### src/logic/mips_pkg.sv
package mips_pkg;

   ////////////////////////////////////////////////////////////////////
   // Widths.
   ////////////////////////////////////////////////////////////////////

   localparam int XLEN       = 32;
   localparam int REG_COUNT  = 32;
   localparam int REG_ADDR_W = 5;
   localparam int IMM_W      = 16;

   ////////////////////////////////////////////////////////////////////
   // Instruction encodings.
   ////////////////////////////////////////////////////////////////////

   // Major opcodes, instr[31:26].
   typedef enum logic [5:0] {
      OP_RTYPE = 6'h00,
      OP_BEQ   = 6'h04,
      OP_ADDI  = 6'h08,
      OP_HALT  = 6'h3f
   } op_e;

   // R-type funct field, instr[5:0].
   localparam logic [5:0] FUNCT_ADD = 6'h20;
   localparam logic [5:0] FUNCT_SUB = 6'h22;
   localparam logic [5:0] FUNCT_AND = 6'h24;
   localparam logic [5:0] FUNCT_OR  = 6'h25;
   localparam logic [5:0] FUNCT_SLT = 6'h2a;

   typedef enum logic [2:0] {
      ALU_ADD = 3'd0,
      ALU_SUB = 3'd1,
      ALU_AND = 3'd2,
      ALU_OR  = 3'd3,
      ALU_SLT = 3'd4
   } alu_op_e;

   ////////////////////////////////////////////////////////////////////
   // Decoded instruction, 106 bits.
   ////////////////////////////////////////////////////////////////////

   typedef struct packed {
      logic [XLEN-1:0]       opa;
      logic [XLEN-1:0]       opb;
      logic [XLEN-1:0]       imm;
      logic                  use_imm;
      alu_op_e               alu_op;
      logic [REG_ADDR_W-1:0] rd;
      logic                  we;
   } decoded_t;

endpackage

### src/logic/stage_if.sv
`timescale 1ns/1ps

// Decode to execute bundle.
interface stage_if
   import mips_pkg::*;
();

   logic [XLEN-1:0]       opa;
   logic [XLEN-1:0]       opb;
   logic [XLEN-1:0]       imm;
   logic                  use_imm;
   alu_op_e               alu_op;
   logic [REG_ADDR_W-1:0] rd;
   logic                  we;
   logic                  valid;

   modport src (
      output opa, opb, imm, use_imm,
      output alu_op, rd, we, valid
   );

   modport dst (
      input opa, opb, imm, use_imm,
      input alu_op, rd, we, valid
   );

endinterface

### src/logic/execute_stage.sv
`timescale 1ns/1ps

module execute_stage
   import mips_pkg::*;
(
   input  logic                  i_clock,
   input  logic                  i_rst,
   stage_if.dst                  i_dec,
   output logic                  o_wb_we,
   output logic [REG_ADDR_W-1:0] o_wb_reg,
   output logic [XLEN-1:0]       o_wb_data
);

   logic [XLEN-1:0] src_b;
   logic [XLEN-1:0] alu_res;
   logic            slt_bit;

   ////////////////////////////////////////////////////////////////////
   // ALU.
   ////////////////////////////////////////////////////////////////////

   assign src_b   = i_dec.use_imm ? i_dec.imm : i_dec.opb;
   // Signed compare for slt.
   assign slt_bit = $signed(i_dec.opa) < $signed(src_b);

   always_comb begin
      case (i_dec.alu_op)
         ALU_ADD: alu_res = i_dec.opa + src_b;
         ALU_SUB: alu_res = i_dec.opa - src_b;
         ALU_AND: alu_res = i_dec.opa & src_b;
         ALU_OR:  alu_res = i_dec.opa | src_b;
         ALU_SLT: alu_res = {{(XLEN-1){1'b0}}, slt_bit};
         default: alu_res = '0;
      endcase
   end

   ////////////////////////////////////////////////////////////////////
   // Writeback register.
   ////////////////////////////////////////////////////////////////////

   // Writes to r0 are dropped here and never leave the core.
   always_ff @(posedge i_clock) begin
      if (i_rst) begin
         o_wb_we <= 1'b0;
      end else begin
         o_wb_we <= i_dec.valid && i_dec.we && i_dec.rd != '0;
      end
   end

   always_ff @(posedge i_clock) begin
      o_wb_reg  <= i_dec.rd;
      o_wb_data <= alu_res;
   end

   a_no_r0_write : assert property (@(posedge i_clock) disable iff (i_rst)
      o_wb_we |-> o_wb_reg != '0);

endmodule

### src/flat_wrapper.sv
// flat-port wrapper written by rule: the top's interface ports become plain ports
module execute_stage_flat import mips_pkg::*;
  (i_clock, i_rst, o_wb_we, o_wb_reg, o_wb_data, i_dec_opa, i_dec_opb, i_dec_imm, i_dec_use_imm, i_dec_alu_op, i_dec_rd, i_dec_we, i_dec_valid);
  stage_if i_dec_i ();
  input  logic i_clock;
  input  logic i_rst;
  output logic o_wb_we;
  output logic [REG_ADDR_W-1:0] o_wb_reg;
  output logic [XLEN-1:0] o_wb_data;
  input wire logic [$bits(i_dec_i.opa)-1:0] i_dec_opa;
  input wire logic [$bits(i_dec_i.opb)-1:0] i_dec_opb;
  input wire logic [$bits(i_dec_i.imm)-1:0] i_dec_imm;
  input wire logic [$bits(i_dec_i.use_imm)-1:0] i_dec_use_imm;
  input wire logic [$bits(i_dec_i.alu_op)-1:0] i_dec_alu_op;
  input wire logic [$bits(i_dec_i.rd)-1:0] i_dec_rd;
  input wire logic [$bits(i_dec_i.we)-1:0] i_dec_we;
  input wire logic [$bits(i_dec_i.valid)-1:0] i_dec_valid;
  assign i_dec_i.opa = i_dec_opa;
  assign i_dec_i.opb = i_dec_opb;
  assign i_dec_i.imm = i_dec_imm;
  assign i_dec_i.use_imm = i_dec_use_imm;
  assign i_dec_i.alu_op = i_dec_alu_op;
  assign i_dec_i.rd = i_dec_rd;
  assign i_dec_i.we = i_dec_we;
  assign i_dec_i.valid = i_dec_valid;
  execute_stage u_core (.i_clock(i_clock), .i_rst(i_rst), .i_dec(i_dec_i), .o_wb_we(o_wb_we), .o_wb_reg(o_wb_reg), .o_wb_data(o_wb_data));
endmodule
### config.mk
export PLATFORM = sky130hd
export DESIGN_NAME = execute_stage_flat
export DESIGN_NICKNAME = d
export VERILOG_FILES = /design/src/logic/mips_pkg.sv /design/src/logic/stage_if.sv /design/src/logic/execute_stage.sv /design/src/flat_wrapper.sv
export SDC_FILE = /design/constraint.sdc
export NUM_CORES = 1
export LEC_CHECK = 0
export BUFFER_PORTS_ARGS = -buffer_cell sky130_fd_sc_hd__buf_2
export CORE_MARGIN = 2
export CORE_UTILIZATION = 40
export DETAILED_ROUTE_END_ITERATION = 8
export GPL_TIMING_DRIVEN = 0
export PLACE_DENSITY = 0.64
export SETUP_SLACK_MARGIN = 0.2
export SLEW_MARGIN = 20
export SYNTH_ARGS = -nofsm -noshare
export SYNTH_HDL_FRONTEND = slang
export SYNTH_SLANG_ARGS = --single-unit
### constraint.sdc
create_clock -name i_clock -period 6.57 [get_ports i_clock]
set_input_delay 1.314 -clock i_clock [delete_from_list [all_inputs] [get_ports i_clock]]
set_output_delay 1.314 -clock i_clock [all_outputs]
set_load 0.05 [all_outputs]
Word-level counts from Yosys, hierarchy flattened

Index checks and enable logic that the tools add are counted.

Register bits: 38
Bits in writable memories: 0
Output and inout port bits: 38
Input port bits: 109
Word-level logic and storage cells: 18
Memory bits (read-only): 0
Memories kept: 0
Bits in latches: 0

Multipliers: 0
Bitwise operators: 2
Div/mod/pow operators: 0
Reduce and logical (&&, ||, !) cells: 4
Eq/ne operators: 4
Add/sub/neg operators: 2
Magnitude comparators: 1
Mux-type cells: 2
Shift-type cells: 0

Operators by type and width:

| cell                                                 | number |
|---|---|
| case mux 32 bit (5 select lines)                     | 1 |
| adder 32 bit                                         | 1 |
| bitwise AND 32 bit                                   | 1 |
| less-than comparator 32 bit                          | 1 |
| 2-to-1 mux 32 bit                                    | 1 |
| OR 32 bit                                            | 1 |
| subtractor 32 bit                                    | 1 |
| equality test 3 x 2 -> 1 bit (second input constant) | 2 |
| nonzero test 5 bit                                   | 1 |
| equality test 3 x 1 -> 1 bit (second input constant) | 1 |
| equality test 3 bit (second input constant)          | 1 |
| logical NOT 3 bit                                    | 1 |
| logical AND 1 bit                                    | 2 |

Depth between registers and ports, before layout

Depth after elaboration: 3
Gate-level depth with buffers: 16
Gate-level depth less buffers: 14

Worst setup path after synthesis

Ideal clock, no wire load.

Path kind: input-to-reg
Start: input i_dec_use_imm
End: register u_core.o_wb_data[28]
Buffers on the path: 2
Data required time: 6432 ps
Arrival time: 4902 ps
Stages on the path: 15
Library setup time: 138 ps
Setup slack: 1530 ps
Cells stage by stage: clkbuf_1 buf_1 mux2i_1 inv_1 ha_1 fa_1 nor3_1 o31ai_2 a2111oi_2 a2111oi_4 o41ai_4 a221oi_2 a31oi_1 xor2_1 o221ai_1

Word-level cells in the longest chain between the ends: 3
Elaborated cells on any way between the ends: 6
Those cells by class: add/sub (2); mux (2); bitwise (2)

Ends and longest elaborated chain:

| what                                      | line                | text |
|---|---|---|
| start, declared                           | flat_wrapper.sv:13  | `input wire logic [$bits(i_dec_i.use_imm)-1:0] i_dec_use_imm;` |
| 2-to-1 mux 32 bit *                       | execute_stage.sv:22 | `assign src_b = i_dec.use_imm ? i_dec.imm : i_dec.opb;` |
| subtractor 32 bit (tied with other cells) | execute_stage.sv:29 | `ALU_SUB: alu_res = i_dec.opa - src_b;` |
| case mux 32 bit (5 select lines) *        | execute_stage.sv:27 | `case (i_dec.alu_op)` |
| net u_core.alu_res[28]                    | execute_stage.sv:15 | `logic [XLEN-1:0] alu_res;` |
| end signal, assigned                      | execute_stage.sv:52 | `o_wb_data <= alu_res;` |
| end, declared                             | execute_stage.sv:11 | `output logic [XLEN-1:0] o_wb_data` |

Mark *: on every way through the listed nets, which the timed path passes. The rest lies on a longest branch.
A chain may end at the register's enable or synchronous reset.

Worst setup path after layout

Start: input i_dec_use_imm
End: register u_core.o_wb_data[24]

The elaborated chain is that of the path after synthesis.

==> impl_metrics.json <==
{
  "status": "completed",
  "p_leak_nw": 3.558,
  "ant_nets": 0,
  "synthesis.nets": 1035,
  "grt_pass1_vias": 5905,
  "clk_path_buf_depth": 2,
  "period_share_pct": 92.52,
  "max-vdd-ir-drop_v": 0.00009934,
  "synth_cell_type_count": 67,
  "multiInputGateArea_mm2": 0.004726,
  "cts_buffers": 5,
  "hold_depth": 1,
  "die_h_um": 126.7,
  "cts_sinks": 38,
  "tightest_slew_ns": 1.116,
  "layout_common_cells": "buf_2 (149), ha_1 (106), inv_1 (97)",
  "vias": 6516,
  "grt_util_met3_pct": 4.471,
  "nets": 1186,
  "antenna-diode-count": 0,
  "instances_no_fill": 1154,
  "regArea_um2": 760.7,
  "hold_path_class": "input port to flip-flop",
  "yosysSeqAreaShare_pct": 12.63,
  "grt_pass1_wl_mm": 31.86,
  "crit_path_start_kind": "input port",
  "grt_max_degree": 13,
  "rows": 44,
  "synthCells": 818,
  "htreeDepth": 2,
  "gr-usage-met2_pct": 39.08,
  "finalCriticalPeriod_ns": 6.078,
  "grt-busiest-layer": "met2",
  "fillers": 1537,
  "dp_hpwl_mm": 16.34,
  "die_area_mm2": 0.01605,
  "layout_commonest_cell": "buf_2",
  "power.density_mw_per_mm2": 174.0,
  "finalHoldViolCount": 0,
  "crit_path_end_kind": "flip-flop",
  "dr.first_iter.drc_count": 611,
  "gp_routability_congestion": 0.9773,
  "drc": 0,
  "drt-total-wl_mm": 20.74,
  "io_pins": 147,
  "core_mm2": 0.01464,
  "finalSetupViolations": 0,
  "cts_tree": "built",
  "netlist_area_mm2": 0.006022,
  "path_clk_slew_ns": 0.06,
  "synth_top_cell_by_area": "ha_1",
  "cts_root_buf": "clkbuf_16",
  "grt-ovfl-total": 0,
  "post_cts_resized": 0,
  "postSynthAreaPerCell_um2": 7.362,
  "drtPass1Iterations": 6,
  "rsz0062_at_grt": "no",
  "avgViaCountPerCell": 5.646,
  "cp.arrival_ns": 6.28,
  "crit_required_ns": 6.77,
  "antenna_found_initial": 0,
  "gr-usage-all-layers_pct": 25.26,
  "wire_per_inst_um": 17.97,
  "cap_violations": 0,
  "synth.top_cell.area_share_pct": 22.02,
  "crit_fanout": 10,
  "holdWs_ns": 1.120,
  "fmax_ghz": 0.1645,
  "start_util_pct": 41.12,
  "drive_above_1_share_pct": 17.94,
  "largest_reg_flops": 32,
  "worst-setup-path-type": "input port to flip-flop",
  "dpl.cell_count": 1146,
  "synth-seq-cells": 38,
  "slew_headroom_pct": 25.32,
  "portBuffers": 144,
  "synth_warnings": 0,
  "grtUsageMet1_pct": 36.86,
  "async_reset_ff_share_pct": 0,
  "holdBufCountCts": 0,
  "slew_violations": 0,
  "yosys_most_used_dff": "dfxtp_1",
  "post_cts_buffers": 0,
  "synthTopCellsByArea": "ha_1 (22%), dfxtp_1 (13%), inv_1 (6.0%), mux2i_1 (5.8%), a21oi_1 (5.5%)",
  "final_util_pct": 48.65,
  "dieWidth_um": 126.7,
  "finalSetupTns_ns": 0,
  "areaGrowthSynthToFinish_pct": 18.30,
  "synth-edff-count": 0
}
[cell families (layout without fill, tap and decap cells)]
family,after synthesis,after routing,synth area share (%)
adders and majority gates,108,108,22.69
and+or+nand+nor,227,227,17.74
buffers and inverters,139,291,8.893
AOI/OAI and AO/OA,242,242,28.01
DFF,38,38,12.63
xor gates and xnor gates,29,29,4.218
muxes,35,35,5.818
[path summary, 6_finish.rpt]
| path | start | to | slack [ns] |
|---|---|---|---|
| worst max-delay path | i_dec_use_imm | u_core.o_wb_data[24]$_DFF_P_ | 0.49 |
| worst min-delay path | i_dec_rd[2] | u_core.o_wb_reg[2]$_DFF_P_ | 1.12 |
[metrics by stage]
| stage | setup WS [ns] | power (mW) | area [um^2] |
|---|---|---|---|
| 3_3_place_gp | 0.2186 | 0.9638 | 6973 |
| 3_5_place_dp | 0.2747 | 0.9640 | 6973 |
| 4_1_cts | 0.5429 | 1.236 | 7124 |
| 6_report | 0.4917 | 1.240 | 7124 |
| 2_1_floorplan | 1.530 | 0.7743 | 6022 |
| 5_1_grt | 0.2446 | 1.318 | 7124 |
[routing by layer]
| layer | up-vias | part of all wire, % |
|---|---|---|
| met5 | - | 0 |
| met4 | 0 | 1.6 |
| met3 | 24 | 9.4 |
| met2 | 324 | 42 |
| met1 | 2974 | 47 |
| li1 | 3194 | - |
[final cells by class]
| cell class | instances | share of cell area [%] |
|---|---|---|
| tap | 184 | 3.231 |
| multi-input combinational | 641 | 66.33 |
| sequential | 38 | 10.68 |
| inverter | 97 | 5.111 |
| buffer | 42 | 2.406 |
| clock buffer | 6 | 1.949 |
| timing repair buffer | 144 | 10.12 |
| clock inverter | 2 | 0.1756 |
[critical path, cell delays in order]
cell	delay, ns
clkbuf_1	0.32
buf_1	0.78
mux2i_1	0.34
inv_1	0.10
ha_1	0.23
fa_1	0.44
nor3_1	0.34
o31ai_2	0.15
a2111oi_2	0.70
a2111oi_4	0.25
o41ai_4	0.58
a22oi_1	0.16
xnor2_1	0.20
nor2_1	0.06
a211oi_1	0.30
[synthesized netlist by cell type (all sizes together), types with 6 or more instances]
| master | instances |
|---|---|
| dfxtp | 38 |
| o21bai | 13 |
| nand3 | 17 |
| xnor2 | 25 |
| mux2i | 35 |
| o221ai | 22 |
| o31ai | 6 |
| ha | 106 |
| or3 | 6 |
| buf | 17 |
| nor3 | 16 |
| or4 | 6 |
| a211oi | 13 |
| o211ai | 10 |
| clkbuf | 25 |
| a21o | 13 |
| nor2 | 78 |
| a31oi | 12 |
| nand2 | 58 |
| o21ai | 37 |
| a21oi | 66 |
| inv | 97 |
| nor2b | 15 |
| or2 | 7 |
[power breakdown]
group	internal [mW]	switching [mW]
Sequential	0.258	0.00581
Combinational	0.243	0.466
Clock	0.151	0.115
Power figures use the tool's default switching activity.
