[src/logic/mips_pkg.sv]
package mips_pkg;

   ////////////////////////////////////////////////////////////////////
   // Widths.
   ////////////////////////////////////////////////////////////////////

   localparam int XLEN       = 32;
   localparam int REG_COUNT  = 32;
   localparam int REG_ADDR_W = 5;
   localparam int IMM_W      = 16;

   ////////////////////////////////////////////////////////////////////
   // Instruction encodings.
   ////////////////////////////////////////////////////////////////////

   // Major opcodes, instr[31:26].
   typedef enum logic [5:0] {
      OP_RTYPE = 6'h00,
      OP_BEQ   = 6'h04,
      OP_ADDI  = 6'h08,
      OP_HALT  = 6'h3f
   } op_e;

   // R-type funct field, instr[5:0].
   localparam logic [5:0] FUNCT_ADD = 6'h20;
   localparam logic [5:0] FUNCT_SUB = 6'h22;
   localparam logic [5:0] FUNCT_AND = 6'h24;
   localparam logic [5:0] FUNCT_OR  = 6'h25;
   localparam logic [5:0] FUNCT_SLT = 6'h2a;

   typedef enum logic [2:0] {
      ALU_ADD = 3'd0,
      ALU_SUB = 3'd1,
      ALU_AND = 3'd2,
      ALU_OR  = 3'd3,
      ALU_SLT = 3'd4
   } alu_op_e;

   ////////////////////////////////////////////////////////////////////
   // Decoded instruction, 106 bits.
   ////////////////////////////////////////////////////////////////////

   typedef struct packed {
      logic [XLEN-1:0]       opa;
      logic [XLEN-1:0]       opb;
      logic [XLEN-1:0]       imm;
      logic                  use_imm;
      alu_op_e               alu_op;
      logic [REG_ADDR_W-1:0] rd;
      logic                  we;
   } decoded_t;

endpackage

[src/logic/stage_if.sv]
`timescale 1ns/1ps

// Decode to execute bundle.
interface stage_if
   import mips_pkg::*;
();

   logic [XLEN-1:0]       opa;
   logic [XLEN-1:0]       opb;
   logic [XLEN-1:0]       imm;
   logic                  use_imm;
   alu_op_e               alu_op;
   logic [REG_ADDR_W-1:0] rd;
   logic                  we;
   logic                  valid;

   modport src (
      output opa, opb, imm, use_imm,
      output alu_op, rd, we, valid
   );

   modport dst (
      input opa, opb, imm, use_imm,
      input alu_op, rd, we, valid
   );

endinterface

[src/logic/decode_stage.sv]
`timescale 1ns/1ps

module decode_stage
   import mips_pkg::*;
#(
   parameter int IMEM_AW = 8
) (
   input  logic                  i_clock,
   input  logic                  i_rst,
   input  logic [XLEN-1:0]       i_instr,
   input  logic [IMEM_AW-1:0]    i_pc_next,
   input  logic                  i_valid,
   input  logic                  i_wb_we,
   input  logic [REG_ADDR_W-1:0] i_wb_reg,
   input  logic [XLEN-1:0]       i_wb_data,
   output logic                  o_halt,
   output logic                  o_br_taken,
   output logic [IMEM_AW-1:0]    o_br_target,
   stage_if.src                  o_dec
);

   logic [5:0]            opcode;
   op_e                   op;
   logic [REG_ADDR_W-1:0] rs;
   logic [REG_ADDR_W-1:0] rt;
   logic [REG_ADDR_W-1:0] rd;
   logic [5:0]            funct;
   logic [IMM_W-1:0]      imm;
   logic [XLEN-1:0]       imm_ext;
   logic [XLEN-1:0]       rs_val;
   logic [XLEN-1:0]       rt_val;
   logic [XLEN-1:0]       regs [REG_COUNT];
   decoded_t              dec_d;

   ////////////////////////////////////////////////////////////////////
   // Fields and register file.
   ////////////////////////////////////////////////////////////////////

   assign opcode  = i_instr[31:26];
   assign op      = op_e'(opcode);
   assign rs      = i_instr[25:21];
   assign rt      = i_instr[20:16];
   assign rd      = i_instr[15:11];
   assign funct   = i_instr[5:0];
   assign imm     = i_instr[IMM_W-1:0];
   assign imm_ext = {{(XLEN-IMM_W){imm[IMM_W-1]}}, imm};

   always_ff @(posedge i_clock) begin
      if (i_rst) begin
         for (int i = 0; i < REG_COUNT; i++) begin
            regs[i] <= '0;
         end
      end else if (i_wb_we && i_wb_reg != '0) begin
         regs[i_wb_reg] <= i_wb_data;
      end
   end

   // Same-cycle writeback is forwarded to the reads.
   always_comb begin
      if (rs == '0)                       rs_val = '0;
      else if (i_wb_we && i_wb_reg == rs) rs_val = i_wb_data;
      else                                rs_val = regs[rs];
      if (rt == '0)                       rt_val = '0;
      else if (i_wb_we && i_wb_reg == rt) rt_val = i_wb_data;
      else                                rt_val = regs[rt];
   end

   // Branch target is relative to the delay slot.
   assign o_br_target = i_pc_next + imm_ext[IMEM_AW-1:0];
   assign o_br_taken  = i_valid && op == OP_BEQ && rs_val == rt_val;
   assign o_halt      = i_valid && op == OP_HALT;

   ////////////////////////////////////////////////////////////////////
   // Control decode.
   ////////////////////////////////////////////////////////////////////

   always_comb begin
      dec_d         = '0;
      dec_d.opa     = rs_val;
      dec_d.opb     = rt_val;
      dec_d.imm     = imm_ext;
      dec_d.alu_op  = ALU_ADD;
      case (op)
         OP_RTYPE: begin
            dec_d.rd = rd;
            dec_d.we = 1'b1;
            case (funct)
               FUNCT_ADD: dec_d.alu_op = ALU_ADD;
               FUNCT_SUB: dec_d.alu_op = ALU_SUB;
               FUNCT_AND: dec_d.alu_op = ALU_AND;
               FUNCT_OR:  dec_d.alu_op = ALU_OR;
               FUNCT_SLT: dec_d.alu_op = ALU_SLT;
               default:   dec_d.we = 1'b0;
            endcase
         end
         OP_ADDI: begin
            dec_d.rd      = rt;
            dec_d.use_imm = 1'b1;
            dec_d.we      = 1'b1;
         end
         default: dec_d.we = 1'b0;
      endcase
   end

   always_ff @(posedge i_clock) begin
      if (i_rst) o_dec.valid <= 1'b0;
      else       o_dec.valid <= i_valid;
   end

   always_ff @(posedge i_clock) begin
      o_dec.opa     <= dec_d.opa;
      o_dec.opb     <= dec_d.opb;
      o_dec.imm     <= dec_d.imm;
      o_dec.use_imm <= dec_d.use_imm;
      o_dec.alu_op  <= dec_d.alu_op;
      o_dec.rd      <= dec_d.rd;
      o_dec.we      <= dec_d.we;
   end

   a_known_opcode : assert property (@(posedge i_clock) disable iff (i_rst)
      i_valid |-> opcode inside {OP_RTYPE, OP_ADDI, OP_BEQ, OP_HALT});

endmodule

[src/flat_wrapper.sv]
// flat-port wrapper written by rule: the top's interface ports become plain ports
module decode_stage_flat import mips_pkg::*;
#(
   parameter int IMEM_AW = 8
)
  (i_clock, i_rst, i_instr, i_pc_next, i_valid, i_wb_we, i_wb_reg, i_wb_data, o_halt, o_br_taken, o_br_target, o_dec_opa, o_dec_opb, o_dec_imm, o_dec_use_imm, o_dec_alu_op, o_dec_rd, o_dec_we, o_dec_valid);
  stage_if o_dec_i ();
  input  logic i_clock;
  input  logic i_rst;
  input  logic [XLEN-1:0] i_instr;
  input  logic [IMEM_AW-1:0] i_pc_next;
  input  logic i_valid;
  input  logic i_wb_we;
  input  logic [REG_ADDR_W-1:0] i_wb_reg;
  input  logic [XLEN-1:0] i_wb_data;
  output logic o_halt;
  output logic o_br_taken;
  output logic [IMEM_AW-1:0] o_br_target;
  output wire logic [$bits(o_dec_i.opa)-1:0] o_dec_opa;
  output wire logic [$bits(o_dec_i.opb)-1:0] o_dec_opb;
  output wire logic [$bits(o_dec_i.imm)-1:0] o_dec_imm;
  output wire logic [$bits(o_dec_i.use_imm)-1:0] o_dec_use_imm;
  output wire logic [$bits(o_dec_i.alu_op)-1:0] o_dec_alu_op;
  output wire logic [$bits(o_dec_i.rd)-1:0] o_dec_rd;
  output wire logic [$bits(o_dec_i.we)-1:0] o_dec_we;
  output wire logic [$bits(o_dec_i.valid)-1:0] o_dec_valid;
  assign o_dec_opa = o_dec_i.opa;
  assign o_dec_opb = o_dec_i.opb;
  assign o_dec_imm = o_dec_i.imm;
  assign o_dec_use_imm = o_dec_i.use_imm;
  assign o_dec_alu_op = o_dec_i.alu_op;
  assign o_dec_rd = o_dec_i.rd;
  assign o_dec_we = o_dec_i.we;
  assign o_dec_valid = o_dec_i.valid;
  decode_stage #(.IMEM_AW(IMEM_AW)) u_core (.i_clock(i_clock), .i_rst(i_rst), .i_instr(i_instr), .i_pc_next(i_pc_next), .i_valid(i_valid), .i_wb_we(i_wb_we), .i_wb_reg(i_wb_reg), .i_wb_data(i_wb_data), .o_halt(o_halt), .o_br_taken(o_br_taken), .o_br_target(o_br_target), .o_dec(o_dec_i));
endmodule
[config.mk]
export PLATFORM = sky130hd
export DESIGN_NAME = decode_stage_flat
export DESIGN_NICKNAME = d
export VERILOG_FILES = /design/src/logic/mips_pkg.sv /design/src/logic/stage_if.sv /design/src/logic/decode_stage.sv /design/src/flat_wrapper.sv
export SDC_FILE = /design/constraint.sdc
export NUM_CORES = 2
export LEC_CHECK = 0
export ABC_AREA = 1
export BUFFER_PORTS_ARGS = -buffer_cell sky130_fd_sc_hd__buf_2
export CORE_ASPECT_RATIO = 0.7
export CORE_MARGIN = 4
export CORE_UTILIZATION = 40
export CTS_BUF_LIST = sky130_fd_sc_hd__clkbuf_8
export CTS_CLUSTER_SIZE = 20
export DETAILED_ROUTE_END_ITERATION = 6
export MAX_ROUTING_LAYER = met4
export PLACE_DENSITY_LB_ADDON = 0.12
export SYNTH_ARGS = -nofsm -noshare
export SYNTH_HDL_FRONTEND = slang
export SYNTH_SLANG_ARGS = --single-unit
[constraint.sdc]
create_clock -name i_clock -period 2.9 [get_ports i_clock]
set_input_delay 0.29 -clock i_clock [delete_from_list [all_inputs] [get_ports i_clock]]
set_output_delay 0.29 -clock i_clock [all_outputs]
set_load 0.02 [all_outputs]
-- Word-level counts from Yosys, hierarchy flattened
Memories as Yosys holds them, arrays and structs flattened.
Index checks and enable logic that the tools add are counted.
- add/sub/neg operators: 1
- eq/ne operators: 11
- multiplexer cells: 17
- reduce and logical (&&, ||, !) cells: 12
- operators with widths (kind ; number):
    $mux W32 ; 5
    $eq A6 B6 Y1 const B ; 6
    $eq A32 B32 Y1 ; 1
    $reduce_or A32 Y1 ; 1
    $pmux W3 S4 ; 1
    $eq A5 B5 Y1 ; 2
    $logic_not A5 Y1 ; 2
    $pmux W5 S2 ; 1
    $add A8 B8 Y8 ; 1
    $mux W1 ; 8
    $eq A6 B3 Y1 const B ; 1
    $eq A6 B4 Y1 const B ; 1
    $logic_and A1 B1 Y1 ; 6
    $logic_not A6 Y1 ; 1
    $mux W5 ; 1
    $reduce_bool A5 Y1 ; 1
    $reduce_or A5 Y1 ; 1
    $pmux W1 S2 ; 1
- bits in registers: 91
- RAM bits: 1024
- input port bits: 81
- output and inout port bits: 117
- word-level logic and storage cells: 50
- memories kept: 1
- memory list (memory ; words ; width ; read ports ; clocked after memory_dff ; write ports ; RTL line ; RTL):
    u_core.regs ; 32 ; 32 ; 2 ; 0 ; 32 ; decode_stage.sv:32 ; logic [XLEN-1:0] regs [REG_COUNT];

-- Longest topological paths before layout
- word-level depth: 7
- mapped depth: 23
- depth with buffers taken out: 20

-- Worst setup path before layout
No wires, ideal clock.
- path kind: input-to-reg
- start point: input i_wb_reg[1]
- end point: memory u_core.regs[13][0] (enable)
- library setup time: 389 ps
- arrival: 2222 ps
- data required time: 2511 ps
- setup slack: 289 ps
- stages: 8
- path buffers: 2
- cells stage by stage: buf_2 > nor2_1 > nand2_1 > nand2_1 > nor3_1 > nand2_1 > clkbuf_1 > nand2_1
- RTL lines (element ; RTL line ; RTL):
    start: declaration ; flat_wrapper.sv:14 ; input logic [REG_ADDR_W-1:0] i_wb_reg;
    end: declaration ; decode_stage.sv:32 ;

==> flow_summary_export.csv <==
group,metric,value,unit
die,fp-row-count,120,
grt,gr-total-overflow,0,
synth,ys_seq_elements,1115,
power_and_ir_drop,p_leak,0.03310,µW
grt,antenna_found_initial,10,
final_layout,final_cells,10330,
synth,synthFlopType,"edfxtp_1",
die,io_pins,198,
run_status,violations,"DRC, setup timing",
routing,routed_via_density,5.664,
clock_tree,cts_tree,"done",
power_and_ir_drop,power.share.clock,0.356,
grt,grt_use_met3,0.1142,
run_status,status,"finished, violations left",
timing,rsz0062_at_grt,"yes",
clock_tree,clockBufferDepth,3,
power_and_ir_drop,intPower,28690,µW
min_path,worstHoldPathType,"input pin to flip-flop",
power_and_ir_drop,power_density,540.9,nW/µm²
synth,ys_types,39,
power_and_ir_drop,seqPwrFrac,0.457,
worst_setup_path,cp_max_fo,3,
synth,syn_area,61580,µm²
timing,hold_viol_final,0,
power_and_ir_drop,pwr-share-comb,0.187,
final_layout,synthToLayoutAreaGrowth,23.69,%
routing,antenna_left,0,
worst_setup_path,crit_path_top_delay_cell,"edfxtp_1",
final_layout,fin_nets,8254,
worst_setup_path,critical_path_class,"flip-flop to output port",
synth,synthArstFlopShare,0,
routing,drtIter0Drc,9219,
die,die_area,160400,µm²
grt,grt_pass1_vias,53390,
clock_tree,insertion_delay,0.98,ns
flow_run,drv_cap,0,
timing,maxSlewViolCount,0,
placed_design,dp_hpwl,179000,µm
timing,min_period,3.574,ns
final_layout,final_core_util,0.4978,
timing,finClkSkew,0.04006,ns
timing,setup_violations,1,
routing,vias,58530,
synth,ys_warn_count,0,
power_and_ir_drop,vdd_ir_drop_max,436.7,µV
synth,yosysSeqAreaShare,0.5289,
final_layout,drive_gt1_frac,0.1888,
synth,synth_common_cells,"nand2_1, nor2_1, nand3_1",
routing,wirelength,265300,µm
timing,tightestPinTransition,0.9930,ns
grt,grt_pass1_wl,377200,µm
synth,synth-edff-count,1024,
die,initial_core_util,0.4025,
synth,yosysMostFrequentCell,"nand2_1",
grt,track_usage,0.3312,
synth,syn_inst,7519,
synth,synth_area_per_cell,8.190,µm²
worst_setup_path,path_cells,"nor2_1 > nor2_1 > nand2_1 > nand3_1 > nand3_1 > buf_4 > nand3_1 > nand2_2 > nand2_4 > nand2_4 > nor2_1 > nor2_1 > nand2_2 > nor2_4 > nand2_4 > nor2_4 > nand2_4 > nor2_4 > buf_6",
die,die_w,477.0,µm
routing,wl_per_cell,25.67,µm
placed_design,port_buffers,197,
clock_tree,cts-htree-levels,4,
synth,synthTopCellsByArea,"edfxtp_1, nand2_1, nand3_1, nor2_1, o211ai_1",
clock_tree,clockRootBuffer,"clkbuf_8",
synth,yosysTopAreaCell,"edfxtp_1",
clock_tree,cts_sinks,1115,
placed_design,dp.cells,9910,
routing,remaining_drc_errors,4,
worst_setup_path,critical_path_required,2.61,ns
worst_setup_path,worstPathArrival,3.28,ns
grt,grt_use_met2,0.4419,
timing,worst_slew_margin_rel,0.3329,
timing,fin_ws,-0.6744,ns
grt,gr-max-usage-layer,"met1",
timing,fmax,0.2798,GHz
die,fp.coreArea,153000,µm²
worst_setup_path,crit_family,"simple AND/OR/NAND/NOR gates",
grt,grt_util_met1,0.4753,
die,die_h,336.3,µm
worst_setup_path,max_stage_delay,0.44,ns
worst_setup_path,startpoint_type,"flip-flop",
clock_tree,cts_buffers,188,
power_and_ir_drop,p_switching,12520,µW
routing,first_pass_iters,7,
worst_setup_path,crit_buf_inv,2,
grt,grt_max_degree,103,
power_and_ir_drop,switching_share,0.3037,
clock_tree,clk_pin_slew_worst_paths,0.06,ns
timing,finalCritPeriodShare,1.233,
power_and_ir_drop,fin_total_pwr,41200,µW
placed_design,gp_congestion,0.9706,
worst_setup_path,cp-end-kind,"output port",
timing,fin_hold_ws,0.08793,ns
synth,synth.top_cell.area_share,0.4994,
## sequential cells by signal (all words and copies together), names as in the netlist
register	flops
u_core.o_dec.alu_op	3
u_core.o_dec.imm	16
u_core.o_dec.opa	32
u_core.o_dec.opb	32
u_core.o_dec.rd	5
u_core.o_dec.use_imm	1
u_core.o_dec.valid	1
u_core.o_dec.we	1
u_core.regs	1024
## worst reg2reg max path, delay by kind of cell, from the launching register on
kind | cells | cell delay (ns)
flip-flops | 1 | 0.37
buffers and inverters | 4 | 0.46
AO/OA/AOI/OAI | 1 | 0.08
AND/OR/NAND/NOR | 7 | 0.92
## worst paths after layout
kind,to,cells after the start,slack [ns],from
worst max-delay path,o_br_taken,19,-0.67,u_core.regs[26][27]$_SDFFCE_PN0P_
worst min-delay path,u_core.o_dec.rd[1]$_DFF_P_,4,0.09,i_instr[12]
worst max register to register,u_core.o_dec.opa[16]$_DFF_P_,12,0.98,u_core.regs[31][16]$_SDFFCE_PN0P_
worst min register to register,u_core.o_dec.opa[0]$_DFF_P_,9,1.03,u_core.regs[4][0]$_SDFFCE_PN0P_
## layout make-up
type                            instances  area (µm²)
Clock buffer                          200        2753
Timing Repair Buffer                 1086       10370
Antenna cell                           11       27.53
Tap cell                             2013        2519
Inverter                              809        3063
Multi-Input combinational cell       4965       23920
Clock inverter                        135       944.7
Sequential cell                      1115       32570
Fill cell                           14550       76830
## through the flow
| step | instance area [µm²] | TNS, ns | setup WS (ns) |
|---|---|---|---|
| 2_1_floorplan | 61690 | 0 | 0.2885 |
| 3_3_place_gp | 70500 | -13.98 | -1.031 |
| 3_5_place_dp | 70500 | -30.46 | -0.9258 |
| 4_1_cts | 75540 | -0.8262 | -0.8262 |
| 5_1_grt | 76160 | -0.8563 | -0.8563 |
| 6_report | 76170 | -0.6744 | -0.6744 |
## routing by layer
layer,wire length [µm],vias up
met1,114700,28020
met4,6369,0
li1,-,26300
met3,38630,489
met5,0,-
met2,105600,3722
## logic make-up after synthesis
family	synth area share
AO/OA/AOI/OAI	0.1084
XOR/XNOR	0.001280
adder cells (fa/ha/maj)	0.001747
buffers and inverters	0.1041
flip-flops	0.5289
other	0.00006090
AND/OR/NAND/NOR	0.2556
## placed cells by master (no fill, tap or decap), types with 43 or more instances in the layout
| master | synthesis | final |
|---|---|---|
| dlygate4sd3_1 | 0 | 71 |
| clkinv_1 | 1 | 43 |
| a21oi_1 | 348 | 340 |
| dfxtp_1 | 91 | 91 |
| edfxtp_1 | 1024 | 1024 |
| buf_2 | 254 | 189 |
| o21ai_0 | 331 | 326 |
| nand3_2 | 1 | 75 |
| o211ai_1 | 397 | 397 |
| buf_12 | 0 | 193 |
| nand2_2 | 0 | 95 |
| nand2_1 | 1481 | 1360 |
| clkbuf_8 | 0 | 200 |
| buf_4 | 70 | 612 |
| nand3_1 | 1077 | 983 |
| inv_1 | 787 | 818 |
| nor2_1 | 1184 | 1174 |
## timing repair
item / in CTS / in global routing
setup buffers: 7 / 3
hold endpoints to repair: 689 / 0
hold buffers: 71 / 0
setup endpoints to repair: 1 / 3
pin swaps: 42 / 58
gates resized for setup: 156 / 139
## power groups by stage
stage	clock [µW]	combinational (µW)	sequential, µW
4_1_cts	14900	7350	18800
3_3_place_gp	0	7080	19100
2_1_floorplan	0	3470	19300
3_5_place_dp	0	7110	19200
6_report	14600	7710	18800
5_1_grt	15600	8180	18900
Note: power is estimated with default switching activity, not from simulation.
